### src/common/tod_macros.svh
//////////////////////////////
// Rates scaled for simulation, one clock domain only
//////////////////////////////
`ifndef TOD_MACROS_SVH
`define TOD_MACROS_SVH

// Link format
`define TOD_CLK_RATE      1000
`define TOD_SEC_WIDTH     32
`define TOD_FRAC_WIDTH    32
`define TOD_FRAC_WIDEN    12
`define TOD_FILTER_SHIFT  4
`define TOD_CNT_WIDTH     10

// Event codes
`define TOD_EV_SHIFT0     8'h70
`define TOD_EV_SHIFT1     8'h71
`define TOD_EV_MARKER     8'h7D

// Marker acceptance window, in clocks
`define TOD_WIN_EARLY     ((`TOD_CLK_RATE * 99) / 100)
`define TOD_WIN_SPAN      (`TOD_CLK_RATE / 50)

// Register map, one 32-bit word each
`define TOD_REG_STATUS    32'h00
`define TOD_REG_SECONDS   32'h04
`define TOD_REG_FRACTION  32'h08
`define TOD_REG_TOOFEW    32'h0C
`define TOD_REG_TOOMANY   32'h10
`define TOD_REG_OUTOFSEQ  32'h14

// AXI responses
`define TOD_RESP_OKAY     2'b00
`define TOD_RESP_SLVERR   2'b10

`endif

### src/common/todPkg.sv
//////////////////////////////
// AXI4-Lite fields fixed at 32-bit address and data
//////////////////////////////
`include "tod_macros.svh"

package todPkg;

    // One link event per clock
    typedef struct packed {
        logic [7:0] code;
        logic       valid;
    } evCodeT;

    typedef struct packed {
        logic [`TOD_SEC_WIDTH-1:0]  seconds;
        logic [`TOD_FRAC_WIDTH-1:0] fraction;
    } timestampT;

    // Packs into exactly one 32-bit status word
    typedef struct packed {
        logic                      timestampValid;
        logic                      ppsValid;
        logic [`TOD_CNT_WIDTH-1:0] tooFew;
        logic [`TOD_CNT_WIDTH-1:0] tooMany;
        logic [`TOD_CNT_WIDTH-1:0] outOfSeq;
    } todStatusT;

    // Master to slave
    typedef struct packed {
        logic [31:0] awaddr;
        logic        awvalid;
        logic [31:0] wdata;
        logic [3:0]  wstrb;
        logic        wvalid;
        logic        bready;
        logic [31:0] araddr;
        logic        arvalid;
        logic        rready;
    } axilReqT;

    // Slave to master
    typedef struct packed {
        logic        awready;
        logic        wready;
        logic [1:0]  bresp;
        logic        bvalid;
        logic        arready;
        logic [31:0] rdata;
        logic [1:0]  rresp;
        logic        rvalid;
    } axilRspT;

endpackage

### src/hw/todReceiver/ppsMonitor.sv
//////////////////////////////
// Window is checked against the previous marker only
//////////////////////////////
`include "tod_macros.svh"

module ppsMonitor (
    input  logic           clk,
    input  logic           rst,
    input  todPkg::evCodeT ev,
    output logic           markerOk,
    output logic [10:0]    markerCount,
    output logic           ppsValid
);
    // Down counters carry a sign bit that flags expiry
    localparam int earlyWidth = $clog2(`TOD_WIN_EARLY) + 1;
    localparam int spanWidth = $clog2(`TOD_WIN_SPAN) + 1;

    logic                  marker;
    logic [10:0]           clockCount;
    logic [earlyWidth-1:0] earlyLeft;
    logic [spanWidth-1:0]  windowLeft;
    logic                  earlyDone;
    logic                  windowDone;
    logic                  inWindow;
    logic [2:0]            qualCount;

    assign marker = ev.valid && (ev.code == `TOD_EV_MARKER);
    assign earlyDone = earlyLeft[earlyWidth-1];
    assign windowDone = windowLeft[spanWidth-1];
    assign inWindow = earlyDone && !windowDone;
    assign ppsValid = qualCount[2];

    //////////////////////////////
    // Interval and window counters
    //////////////////////////////
    always_ff @(posedge clk) begin
        if (rst) begin
            clockCount <= '0;
            earlyLeft <= '1;
            windowLeft <= '1;
            qualCount <= '0;
            markerOk <= 1'b0;
        end else begin
            markerOk <= marker && inWindow;
            if (marker) begin
                clockCount <= 11'd1;
                earlyLeft <= earlyWidth'(`TOD_WIN_EARLY - 1);
                windowLeft <= spanWidth'(`TOD_WIN_SPAN - 1);
                // Early or late marker restarts qualification
                if (!inWindow) begin
                    qualCount <= '0;
                end else if (!ppsValid) begin
                    qualCount <= qualCount + 1'b1;
                end
            end else begin
                clockCount <= clockCount + 1'b1;
                if (!earlyDone) begin
                    earlyLeft <= earlyLeft - 1'b1;
                end else if (!windowDone) begin
                    windowLeft <= windowLeft - 1'b1;
                end else begin
                    // Window ran out with no marker
                    qualCount <= '0;
                end
            end
        end
    end

    // Interval length, read together with markerOk
    always_ff @(posedge clk) begin
        if (marker) begin
            markerCount <= clockCount;
        end
    end

endmodule

### src/hw/todReceiver/fractionGenerator.sv
//////////////////////////////
// Rate must stay above half of 2^10 clocks for the divider
//////////////////////////////
`include "tod_macros.svh"

module fractionGenerator (
    input  logic                       clk,
    input  logic                       rst,
    input  logic                       markerOk,
    input  logic [10:0]                markerCount,
    input  todPkg::evCodeT             ev,
    output logic [`TOD_FRAC_WIDTH-1:0] fraction,
    output logic                       fracOverflow
);
    localparam int rateWidth = 11;
    localparam int filterWidth = rateWidth + `TOD_FILTER_SHIFT;
    localparam int accWidth = `TOD_FRAC_WIDTH + `TOD_FRAC_WIDEN;
    // Quotient bits of 2^accWidth over a rate above 2^(rateWidth-2)
    localparam int incWidth = accWidth - rateWidth + 2;
    localparam int stepWidth = $clog2(incWidth) + 1;
    localparam logic [filterWidth-1:0] filterSeed =
        filterWidth'(`TOD_CLK_RATE << `TOD_FILTER_SHIFT);
    localparam logic [incWidth-1:0] incSeed =
        incWidth'((64'd1 << accWidth) / `TOD_CLK_RATE);
    localparam logic [rateWidth:0] remSeed = 1 << (rateWidth - 1);

    logic                   marker;
    logic [filterWidth-1:0] filterAcc;
    logic [rateWidth-1:0]   filteredRate;
    logic                   divStart;
    logic                   divRun;
    logic [stepWidth-1:0]   stepsLeft;
    logic                   divDone;
    logic [rateWidth:0]     remainder;
    logic [incWidth-1:0]    quotient;
    logic [incWidth-1:0]    pendingInc;
    logic [incWidth-1:0]    increment;
    logic [accWidth-1:0]    fracAcc;
    logic [accWidth:0]      accSum;

    assign marker = ev.valid && (ev.code == `TOD_EV_MARKER);
    assign filteredRate = filterAcc[filterWidth-1 -: rateWidth];
    assign divDone = stepsLeft[stepWidth-1];

    //////////////////////////////
    // Rate filter and divider control
    //////////////////////////////
    always_ff @(posedge clk) begin
        if (rst) begin
            filterAcc <= filterSeed;
            divStart <= 1'b0;
            divRun <= 1'b0;
            stepsLeft <= '1;
            pendingInc <= incSeed;
            increment <= incSeed;
        end else begin
            divStart <= markerOk;
            if (markerOk) begin
                filterAcc <= filterAcc - (filterAcc >> `TOD_FILTER_SHIFT)
                             + filterWidth'(markerCount);
            end
            if (divStart) begin
                stepsLeft <= stepWidth'(incWidth - 1);
                divRun <= 1'b1;
            end else if (!divDone) begin
                stepsLeft <= stepsLeft - 1'b1;
            end else if (divRun) begin
                pendingInc <= quotient;
                divRun <= 1'b0;
            end
            // New increment takes effect at the next second
            if (marker) begin
                increment <= pendingInc;
            end
        end
    end

    // Restoring division, one quotient bit per clock
    always_ff @(posedge clk) begin
        if (divStart) begin
            remainder <= remSeed;
        end else if (!divDone) begin
            if (remainder >= {1'b0, filteredRate}) begin
                remainder <= (remainder - {1'b0, filteredRate}) << 1;
                quotient <= {quotient[incWidth-2:0], 1'b1};
            end else begin
                remainder <= remainder << 1;
                quotient <= {quotient[incWidth-2:0], 1'b0};
            end
        end
    end

    //////////////////////////////
    // Fraction accumulator
    //////////////////////////////
    assign accSum = {1'b0, fracAcc} + (accWidth + 1)'(increment);
    assign fraction = fracAcc[accWidth-1 -: `TOD_FRAC_WIDTH];
    assign fracOverflow = &fracAcc;

    always_ff @(posedge clk) begin
        if (rst || marker) begin
            fracAcc <= '0;
        end else if (accSum[accWidth]) begin
            fracAcc <= '1;
        end else begin
            fracAcc <= accSum[accWidth-1:0];
        end
    end

endmodule

### src/hw/todReceiver/secondsReceiver.sv
//////////////////////////////
// Seconds value arrives MSB first before its marker
//////////////////////////////
`include "tod_macros.svh"

module secondsReceiver (
    input  logic                      clk,
    input  logic                      rst,
    input  todPkg::evCodeT            ev,
    input  logic                      ppsValid,
    input  logic                      fracOverflow,
    output logic [`TOD_SEC_WIDTH-1:0] seconds,
    output logic                      timestampValid,
    output logic [`TOD_CNT_WIDTH-1:0] tooFew,
    output logic [`TOD_CNT_WIDTH-1:0] tooMany,
    output logic [`TOD_CNT_WIDTH-1:0] outOfSeq
);
    localparam int bitsWidth = $clog2(`TOD_SEC_WIDTH);

    logic                      marker;
    logic                      shiftBit;
    logic [`TOD_SEC_WIDTH-1:0] shiftReg;
    logic [`TOD_SEC_WIDTH-1:0] expectSeconds;
    logic [bitsWidth-1:0]      bitsLeft;
    logic                      enoughBits;
    logic                      tooManyBits;
    logic                      framed;
    logic                      secondsValid;

    assign marker = ev.valid && (ev.code == `TOD_EV_MARKER);
    assign shiftBit = ev.valid
                      && ((ev.code == `TOD_EV_SHIFT0) || (ev.code == `TOD_EV_SHIFT1));
    assign framed = enoughBits && !tooManyBits;
    assign timestampValid = secondsValid && ppsValid;

    // Code bit 0 carries the seconds bit
    always_ff @(posedge clk) begin
        if (shiftBit) begin
            shiftReg <= {shiftReg[`TOD_SEC_WIDTH-2:0], ev.code[0]};
        end
    end

    //////////////////////////////
    // Bit framing
    //////////////////////////////
    always_ff @(posedge clk) begin
        if (rst || marker) begin
            bitsLeft <= bitsWidth'(`TOD_SEC_WIDTH - 1);
            enoughBits <= 1'b0;
            tooManyBits <= 1'b0;
        end else if (shiftBit) begin
            bitsLeft <= bitsLeft - 1'b1;
            if (enoughBits) begin
                tooManyBits <= 1'b1;
            end
            if (bitsLeft == '0) begin
                enoughBits <= 1'b1;
            end
        end
    end

    //////////////////////////////
    // Sequence check and counters
    //////////////////////////////
    always_ff @(posedge clk) begin
        if (rst) begin
            seconds <= '0;
            expectSeconds <= '0;
            secondsValid <= 1'b0;
            tooFew <= '0;
            tooMany <= '0;
            outOfSeq <= '0;
        end else if (marker) begin
            if (framed) begin
                expectSeconds <= shiftReg + 1'b1;
                if (shiftReg == expectSeconds) begin
                    seconds <= shiftReg;
                    secondsValid <= 1'b1;
                end else begin
                    outOfSeq <= outOfSeq + 1'b1;
                    if (secondsValid) begin
                        seconds <= seconds + 1'b1;
                    end
                end
            end else begin
                if (!enoughBits) begin
                    tooFew <= tooFew + 1'b1;
                end else begin
                    tooMany <= tooMany + 1'b1;
                end
                // Value lost, keep counting on our own
                expectSeconds <= expectSeconds + 1'b1;
                if (secondsValid) begin
                    seconds <= seconds + 1'b1;
                end
            end
        end else if (fracOverflow) begin
            secondsValid <= 1'b0;
        end
    end

endmodule

### src/hw/todReceiver/todReceiver.sv
//////////////////////////////
// Timestamp valid only after four in-window markers
//////////////////////////////
`include "tod_macros.svh"

module todReceiver (
    input  logic              clk,
    input  logic              rst,
    input  todPkg::evCodeT    ev,
    output todPkg::timestampT timestamp,
    output todPkg::todStatusT status
);
    logic                       markerOk;
    logic [10:0]                markerCount;
    logic                       ppsValid;
    logic                       fracOverflow;
    logic [`TOD_FRAC_WIDTH-1:0] fraction;
    logic [`TOD_SEC_WIDTH-1:0]  seconds;
    logic                       timestampValid;
    logic [`TOD_CNT_WIDTH-1:0]  tooFew;
    logic [`TOD_CNT_WIDTH-1:0]  tooMany;
    logic [`TOD_CNT_WIDTH-1:0]  outOfSeq;

    ppsMonitor ppsMonitor_inst (
        .clk         (clk),
        .rst         (rst),
        .ev          (ev),
        .markerOk    (markerOk),
        .markerCount (markerCount),
        .ppsValid    (ppsValid)
    );

    fractionGenerator fractionGenerator_inst (
        .clk          (clk),
        .rst          (rst),
        .markerOk     (markerOk),
        .markerCount  (markerCount),
        .ev           (ev),
        .fraction     (fraction),
        .fracOverflow (fracOverflow)
    );

    secondsReceiver secondsReceiver_inst (
        .clk            (clk),
        .rst            (rst),
        .ev             (ev),
        .ppsValid       (ppsValid),
        .fracOverflow   (fracOverflow),
        .seconds        (seconds),
        .timestampValid (timestampValid),
        .tooFew         (tooFew),
        .tooMany        (tooMany),
        .outOfSeq       (outOfSeq)
    );

    assign timestamp.seconds = seconds;
    assign timestamp.fraction = fraction;
    assign status.timestampValid = timestampValid;
    assign status.ppsValid = ppsValid;
    assign status.tooFew = tooFew;
    assign status.tooMany = tooMany;
    assign status.outOfSeq = outOfSeq;

endmodule

### src/hw/todStatusRegs.sv
//////////////////////////////
// Read-only, every write gets SLVERR
// Read seconds before fraction for a consistent pair
//////////////////////////////
`include "tod_macros.svh"

module todStatusRegs (
    input  logic              clk,
    input  logic              rst,
    input  todPkg::timestampT timestamp,
    input  todPkg::todStatusT status,
    input  todPkg::axilReqT   axilReq,
    output todPkg::axilRspT   axilRsp
);
    logic        readAccept;
    logic        writeAccept;
    logic        readHit;
    logic [31:0] readWord;
    logic [31:0] fracSnap;
    logic        rvalid;
    logic [31:0] rdata;
    logic [1:0]  rresp;
    logic        bvalid;

    // One read outstanding at a time
    assign readAccept = axilReq.arvalid && !rvalid;
    // Address and data taken in the same cycle
    assign writeAccept = axilReq.awvalid && axilReq.wvalid && !bvalid;

    //////////////////////////////
    // Address decode
    //////////////////////////////
    always_comb begin
        readHit = 1'b1;
        case (axilReq.araddr)
            `TOD_REG_STATUS:   readWord = status;
            `TOD_REG_SECONDS:  readWord = timestamp.seconds;
            `TOD_REG_FRACTION: readWord = fracSnap;
            `TOD_REG_TOOFEW:   readWord = 32'(status.tooFew);
            `TOD_REG_TOOMANY:  readWord = 32'(status.tooMany);
            `TOD_REG_OUTOFSEQ: readWord = 32'(status.outOfSeq);
            default: begin
                readWord = '0;
                readHit = 1'b0;
            end
        endcase
    end

    always_ff @(posedge clk) begin
        if (rst) begin
            rvalid <= 1'b0;
            bvalid <= 1'b0;
            fracSnap <= '0;
        end else begin
            if (readAccept) begin
                rvalid <= 1'b1;
            end else if (axilReq.rready) begin
                rvalid <= 1'b0;
            end
            if (writeAccept) begin
                bvalid <= 1'b1;
            end else if (axilReq.bready) begin
                bvalid <= 1'b0;
            end
            // Fraction of the same cycle as the seconds read
            if (readAccept && (axilReq.araddr == `TOD_REG_SECONDS)) begin
                fracSnap <= timestamp.fraction;
            end
        end
    end

    // Read response payload
    always_ff @(posedge clk) begin
        if (readAccept) begin
            rdata <= readWord;
            rresp <= readHit ? `TOD_RESP_OKAY : `TOD_RESP_SLVERR;
        end
    end

    assign axilRsp.awready = writeAccept;
    assign axilRsp.wready = writeAccept;
    assign axilRsp.bresp = `TOD_RESP_SLVERR;
    assign axilRsp.bvalid = bvalid;
    assign axilRsp.arready = !rvalid;
    assign axilRsp.rdata = rdata;
    assign axilRsp.rresp = rresp;
    assign axilRsp.rvalid = rvalid;

endmodule

### src/hw/todTop.sv
//////////////////////////////
// Link and register bus share clk
//////////////////////////////
module todTop (
    input  logic              clk,
    input  logic              rst,
    input  todPkg::evCodeT    ev,
    input  todPkg::axilReqT   axilReq,
    output todPkg::axilRspT   axilRsp,
    output todPkg::timestampT timestamp,
    output todPkg::todStatusT status
);
    todReceiver todReceiver_inst (
        .clk       (clk),
        .rst       (rst),
        .ev        (ev),
        .timestamp (timestamp),
        .status    (status)
    );

    // Register view of the same timestamp and status
    todStatusRegs todStatusRegs_inst (
        .clk       (clk),
        .rst       (rst),
        .timestamp (timestamp),
        .status    (status),
        .axilReq   (axilReq),
        .axilRsp   (axilRsp)
    );

endmodule

### config.mk
export PLATFORM = sky130hd
export DESIGN_NAME = todTop
export DESIGN_NICKNAME = d
export VERILOG_FILES = /design/src/common/todPkg.sv /design/src/hw/todReceiver/ppsMonitor.sv /design/src/hw/todReceiver/fractionGenerator.sv /design/src/hw/todReceiver/secondsReceiver.sv /design/src/hw/todReceiver/todReceiver.sv /design/src/hw/todStatusRegs.sv /design/src/hw/todTop.sv
export VERILOG_INCLUDE_DIRS = /design/src /design/src/common
export SDC_FILE = /design/constraint.sdc
export NUM_CORES = 1
export LEC_CHECK = 0
export ABC_AREA = 1
export BUFFER_PORTS_ARGS = -buffer_cell sky130_fd_sc_hd__clkbuf_2
export CORE_ASPECT_RATIO = 1.4
export CORE_MARGIN = 1.5
export CORE_UTILIZATION = 45
export CTS_BUF_LIST = sky130_fd_sc_hd__clkbuf_16
export DETAILED_ROUTE_END_ITERATION = 8
export GPL_TIMING_DRIVEN = 0
export PLACE_DENSITY = 0.75
export RECOVER_POWER = 50
export SLEW_MARGIN = 20
export SYNTH_ARGS = -nofsm -noshare
export SYNTH_HDL_FRONTEND = slang
export SYNTH_HIERARCHICAL = 1
export SYNTH_SLANG_ARGS = --single-unit
### constraint.sdc
create_clock -name clk -period 4.8 [get_ports clk]
set_input_delay 0.48 -clock clk [delete_from_list [all_inputs] [get_ports clk]]
set_output_delay 0.48 -clock clk [all_outputs]
set_load 0.05 [all_outputs]
==> flow_summary.ini <==
[status]
status = complete, but fails checks
violations = capacitance limit, slew limit

[global_route]
antenna_violations_before_repair = 0
grt_max_degree = 27
number_of_global_route_vias_before_repair = 23820
gr_usage_total_pct = 27.2
overflow_left_after_global_routing = 0
grt_pass1_wl_um = 125000

[clock_tree]
clock-sinks = 428
clk_root_buffer_cell = sky130_fd_sc_hd__clkbuf_16
htree_num_levels = 2
clock_tree_from_tritoncts = done
post_cts.repair.setup_buffers = 0
cts.hold.buffers_added = 0
cts_max_path_buffers = 3
cts_repair_resize_count = 0
cts.clk_slew.worst_paths_ps = 60
clk-insertion-delay-late_ps = 580
cts_made_buffers = 46

[yosys]
synth_adder_area_share_pct = 4.55
synthesis.area_sq_um = 25500
post-synth-top-area-cell = sky130_fd_sc_hd__dfxtp_1
dominant_combinational_cell_family_by_area_after_synthesis = simple AND/OR/NAND/NOR gates
yosysWarningCount = 6
synthesis.area_per_instance_sq_um = 6.74
ys_async_sr_fraction_pct = 0
synthesis.instances = 3787
synthSimpleGateAreaFrac_pct = 35.1
post_synth_num_cell_types = 57
largest_cells_by_area_after_synthesis = sky130_fd_sc_hd__dfxtp_1 (25%), sky130_fd_sc_hd__nand2_1 (18%), sky130_fd_sc_hd__edfxtp_1 (13%), sky130_fd_sc_hd__inv_1 (7.7%), sky130_fd_sc_hd__nand3_1 (6.3%)
seq_area_frac_synth_pct = 37.9
synth.mux.area_fraction_pct = 0.0392
top_flip_flop_cell_by_instance_count_after_synthesis = sky130_fd_sc_hd__dfxtp_1
synthXorXnorAreaFrac_pct = 3.02
synth_compound_gate_area_share_pct = 8.17
synth_edf_count = 111
synth.ff_latch_count = 428
yosysTopAreaCellShare_pct = 24.9

[detailed_routing]
route.detailed.wl_per_inst_um = 16.7
drtIter0Drc = 1743
detail_route.vias_per_cell = 5.18
firstDrtPassIters = 6
route.detailed.drc = 0
vias = 24813
totalWireLength_um = 80200
drtAntennaViolNets = 0

[setup_path]
crit_fanout = 23
critical_path_class = register to register
cp-start-kind = register
crit_path_end_kind = register
critical_path_arrival_ps = 3400
cp_data_required_time_ps = 4990

[sta]
post-route-min-period_ps = 3220
timing.final.ws_setup_ps = 1580
fin_skew_ps = 18.8
relSlewSlack_pct = -50.7
slew_violations = 36
setup_violations = 0
setup_repair_after_global_routing_missed_its_margin = no
worstMarginPinSlew_ps = 2240
clock.fmax_mhz = 311
timing.setup.tns_ps = 0
hold_viol = 0
finalHoldWorstSlack_ps = 197
timing.final.crit_share_pct = 67.0

[finish]
antenna_cells = 0
drive_above_1_share_pct = 9.68
nets_final = 4221
syn_to_final_growth_pct = 12.9

[floorplan]
die_y_um = 285
ios = 253
floorplan.rows = 103
floorplan.initialDensity_pct = 45.4
die_area_sq_um = 58200
fp.dieW_um = 204
placeableCoreArea_sq_um = 56200

[placed_design]
final_weighted_congestion_in_routability_driven_placement = 0.980
port-buffer-count = 181
dp_slack_ps = 1620
dp_hpwl_um = 62800

[pwr]
power.share.combinational_pct = 15.5
static-leakage-power_nw = 13.7
switching_share_pct = 29.1
power.net_switching_mw = 2.61
pwr-share-seq_pct = 42.9
pwr_density_cell_nw_per_um2 = 312
worst_ir_drop_vdd_v = 0.000334
p_int_mw = 6.38
power_share_of_the_clock_group_pct = 41.6

[min_path]
hp-class = input port to register

[flow_run]
max-cap-violations = 2
[layout make-up]
type                            count  area, sq um
Fill cell                        5700        27400
Multi-Input combinational cell   2671        12900
Sequential cell                   428         9680
Inverter                          544         2040
Clock buffer                       50         1250
Tap cell                          735          920
Timing Repair Buffer              184          860
Buffer                            145          783
Clock inverter                     36          344
[synth_stat cells (11+ instances only)]
master and instances:
sky130_fd_sc_hd__a21oi_1 158, sky130_fd_sc_hd__a21oi_2 24, sky130_fd_sc_hd__buf_2 29, sky130_fd_sc_hd__buf_4 48
sky130_fd_sc_hd__clkbuf_1 53, sky130_fd_sc_hd__dfxtp_1 317, sky130_fd_sc_hd__edfxtp_1 111, sky130_fd_sc_hd__fa_1 13
sky130_fd_sc_hd__ha_1 72, sky130_fd_sc_hd__inv_1 523, sky130_fd_sc_hd__inv_2 16, sky130_fd_sc_hd__nand2_1 1237
sky130_fd_sc_hd__nand2_2 18, sky130_fd_sc_hd__nand3_1 321, sky130_fd_sc_hd__nand3_2 13, sky130_fd_sc_hd__nand4_1 53
sky130_fd_sc_hd__nor2_1 371, sky130_fd_sc_hd__nor2_2 15, sky130_fd_sc_hd__nor2_4 12, sky130_fd_sc_hd__nor3_1 32
sky130_fd_sc_hd__nor4_1 11, sky130_fd_sc_hd__o21ai_0 145, sky130_fd_sc_hd__o21ai_1 14, sky130_fd_sc_hd__xnor2_1 48
sky130_fd_sc_hd__xor2_1 40
[critical path, stage by stage (launching register included)]
cell                       delay, ps
sky130_fd_sc_hd__dfxtp_1         310
sky130_fd_sc_hd__inv_1            80
sky130_fd_sc_hd__nand2_1          60
sky130_fd_sc_hd__inv_1            90
sky130_fd_sc_hd__clkbuf_1        340
sky130_fd_sc_hd__clkbuf_1       1040
sky130_fd_sc_hd__clkbuf_1        890
[power groups by stage]
| stage | clock network [mW] | logic (mW) | registers (mW) |
|---|---|---|---|
| detailed placement | 0 | 1.38 | 3.93 |
| finish | 3.74 | 1.39 | 3.86 |
| global route | 3.93 | 1.52 | 3.86 |
| CTS | 3.81 | 1.39 | 3.85 |
| floorplan | 0 | 0.976 | 3.96 |
| global placement | 0 | 1.37 | 3.93 |
[state kept, by name, summed over array words and instances, names as in the netlist, 3 cells and up]
| name | count |
|---|---|
| todReceiver_inst/fractionGenerator_inst/filterAcc | 15 |
| todReceiver_inst/fractionGenerator_inst/fracAcc | 44 |
| todReceiver_inst/fractionGenerator_inst/increment | 35 |
| todReceiver_inst/fractionGenerator_inst/pendingInc | 35 |
| todReceiver_inst/fractionGenerator_inst/quotient | 35 |
| todReceiver_inst/fractionGenerator_inst/remainder | 11 |
| todReceiver_inst/fractionGenerator_inst/stepsLeft | 7 |
| todReceiver_inst/ppsMonitor_inst/clockCount | 11 |
| todReceiver_inst/ppsMonitor_inst/earlyLeft | 11 |
| todReceiver_inst/ppsMonitor_inst/markerCount | 11 |
| todReceiver_inst/ppsMonitor_inst/qualCount | 3 |
| todReceiver_inst/ppsMonitor_inst/windowLeft | 6 |
| todReceiver_inst/secondsReceiver_inst/bitsLeft | 5 |
| todReceiver_inst/secondsReceiver_inst/expectSeconds | 32 |
| todReceiver_inst/secondsReceiver_inst/outOfSeq | 10 |
| todReceiver_inst/secondsReceiver_inst/seconds | 32 |
| todReceiver_inst/secondsReceiver_inst/shiftReg | 32 |
| todReceiver_inst/secondsReceiver_inst/tooFew | 10 |
| todReceiver_inst/secondsReceiver_inst/tooMany | 10 |
| todStatusRegs_inst/fracSnap | 32 |
| todStatusRegs_inst/rdata | 32 |
[kinds of logic (layout without fill, tap and decap cells)]
family | Yosys count | after routing
other cells | 2 | 3
flops | 428 | 428
compound gates | 379 | 379
mux | 1 | 1
simple gates | 2115 | 2115
xor+xnor | 88 | 88
buf+inv | 689 | 959
fa+ha+maj | 85 | 85
[path summary, 6_finish.rpt]
check	from	end	slack [ps]	cells after the start
min	axilReq[34]	todStatusRegs_inst/bvalid	200	4
min reg2reg	todReceiver_inst/ppsMonitor_inst/clockCount[9]	todReceiver_inst/ppsMonitor_inst/markerCount[9]	450	0
max reg2reg	todStatusRegs_inst/rvalid	todStatusRegs_inst/rdata[27]	1580	6
max	todStatusRegs_inst/rvalid	todStatusRegs_inst/rdata[27]	1580	6
[placed cells by master, fill, tap and decap left out, types with 111 or more instances in the layout]
| cell type | instances |
|---|---|
| sky130_fd_sc_hd__edfxtp_1 | 111 |
| sky130_fd_sc_hd__a21oi_1 | 158 |
| sky130_fd_sc_hd__clkbuf_2 | 136 |
| sky130_fd_sc_hd__clkbuf_1 | 113 |
| sky130_fd_sc_hd__o21ai_0 | 145 |
| sky130_fd_sc_hd__nor2_1 | 374 |
| sky130_fd_sc_hd__inv_1 | 530 |
| sky130_fd_sc_hd__dfxtp_1 | 317 |
| sky130_fd_sc_hd__nand2_1 | 1238 |
| sky130_fd_sc_hd__nand3_1 | 321 |
[through the flow]
step	cell area, sq um	utilization, %	instances	total power, mW
floorplan	25500	-	3788	4.94
global placement	27400	48.7	4704	5.30
detailed placement	27400	48.8	4707	5.31
CTS	29000	51.7	4793	9.05
global route	28800	51.3	4793	9.31
finish	28800	51.3	4793	8.99
[routing by layer]
layer,wire length (um),up-vias,track usage (%),share of wire [%]
li1,-,12380,-,-
met1,29800,11418,29.7,37
met3,4820,236,4.10,6.0
met4,5250,0,16.4,6.5
met2,40300,779,49.3,50
met5,0,-,0,0
Note: power is estimated with default switching activity, not from simulation.
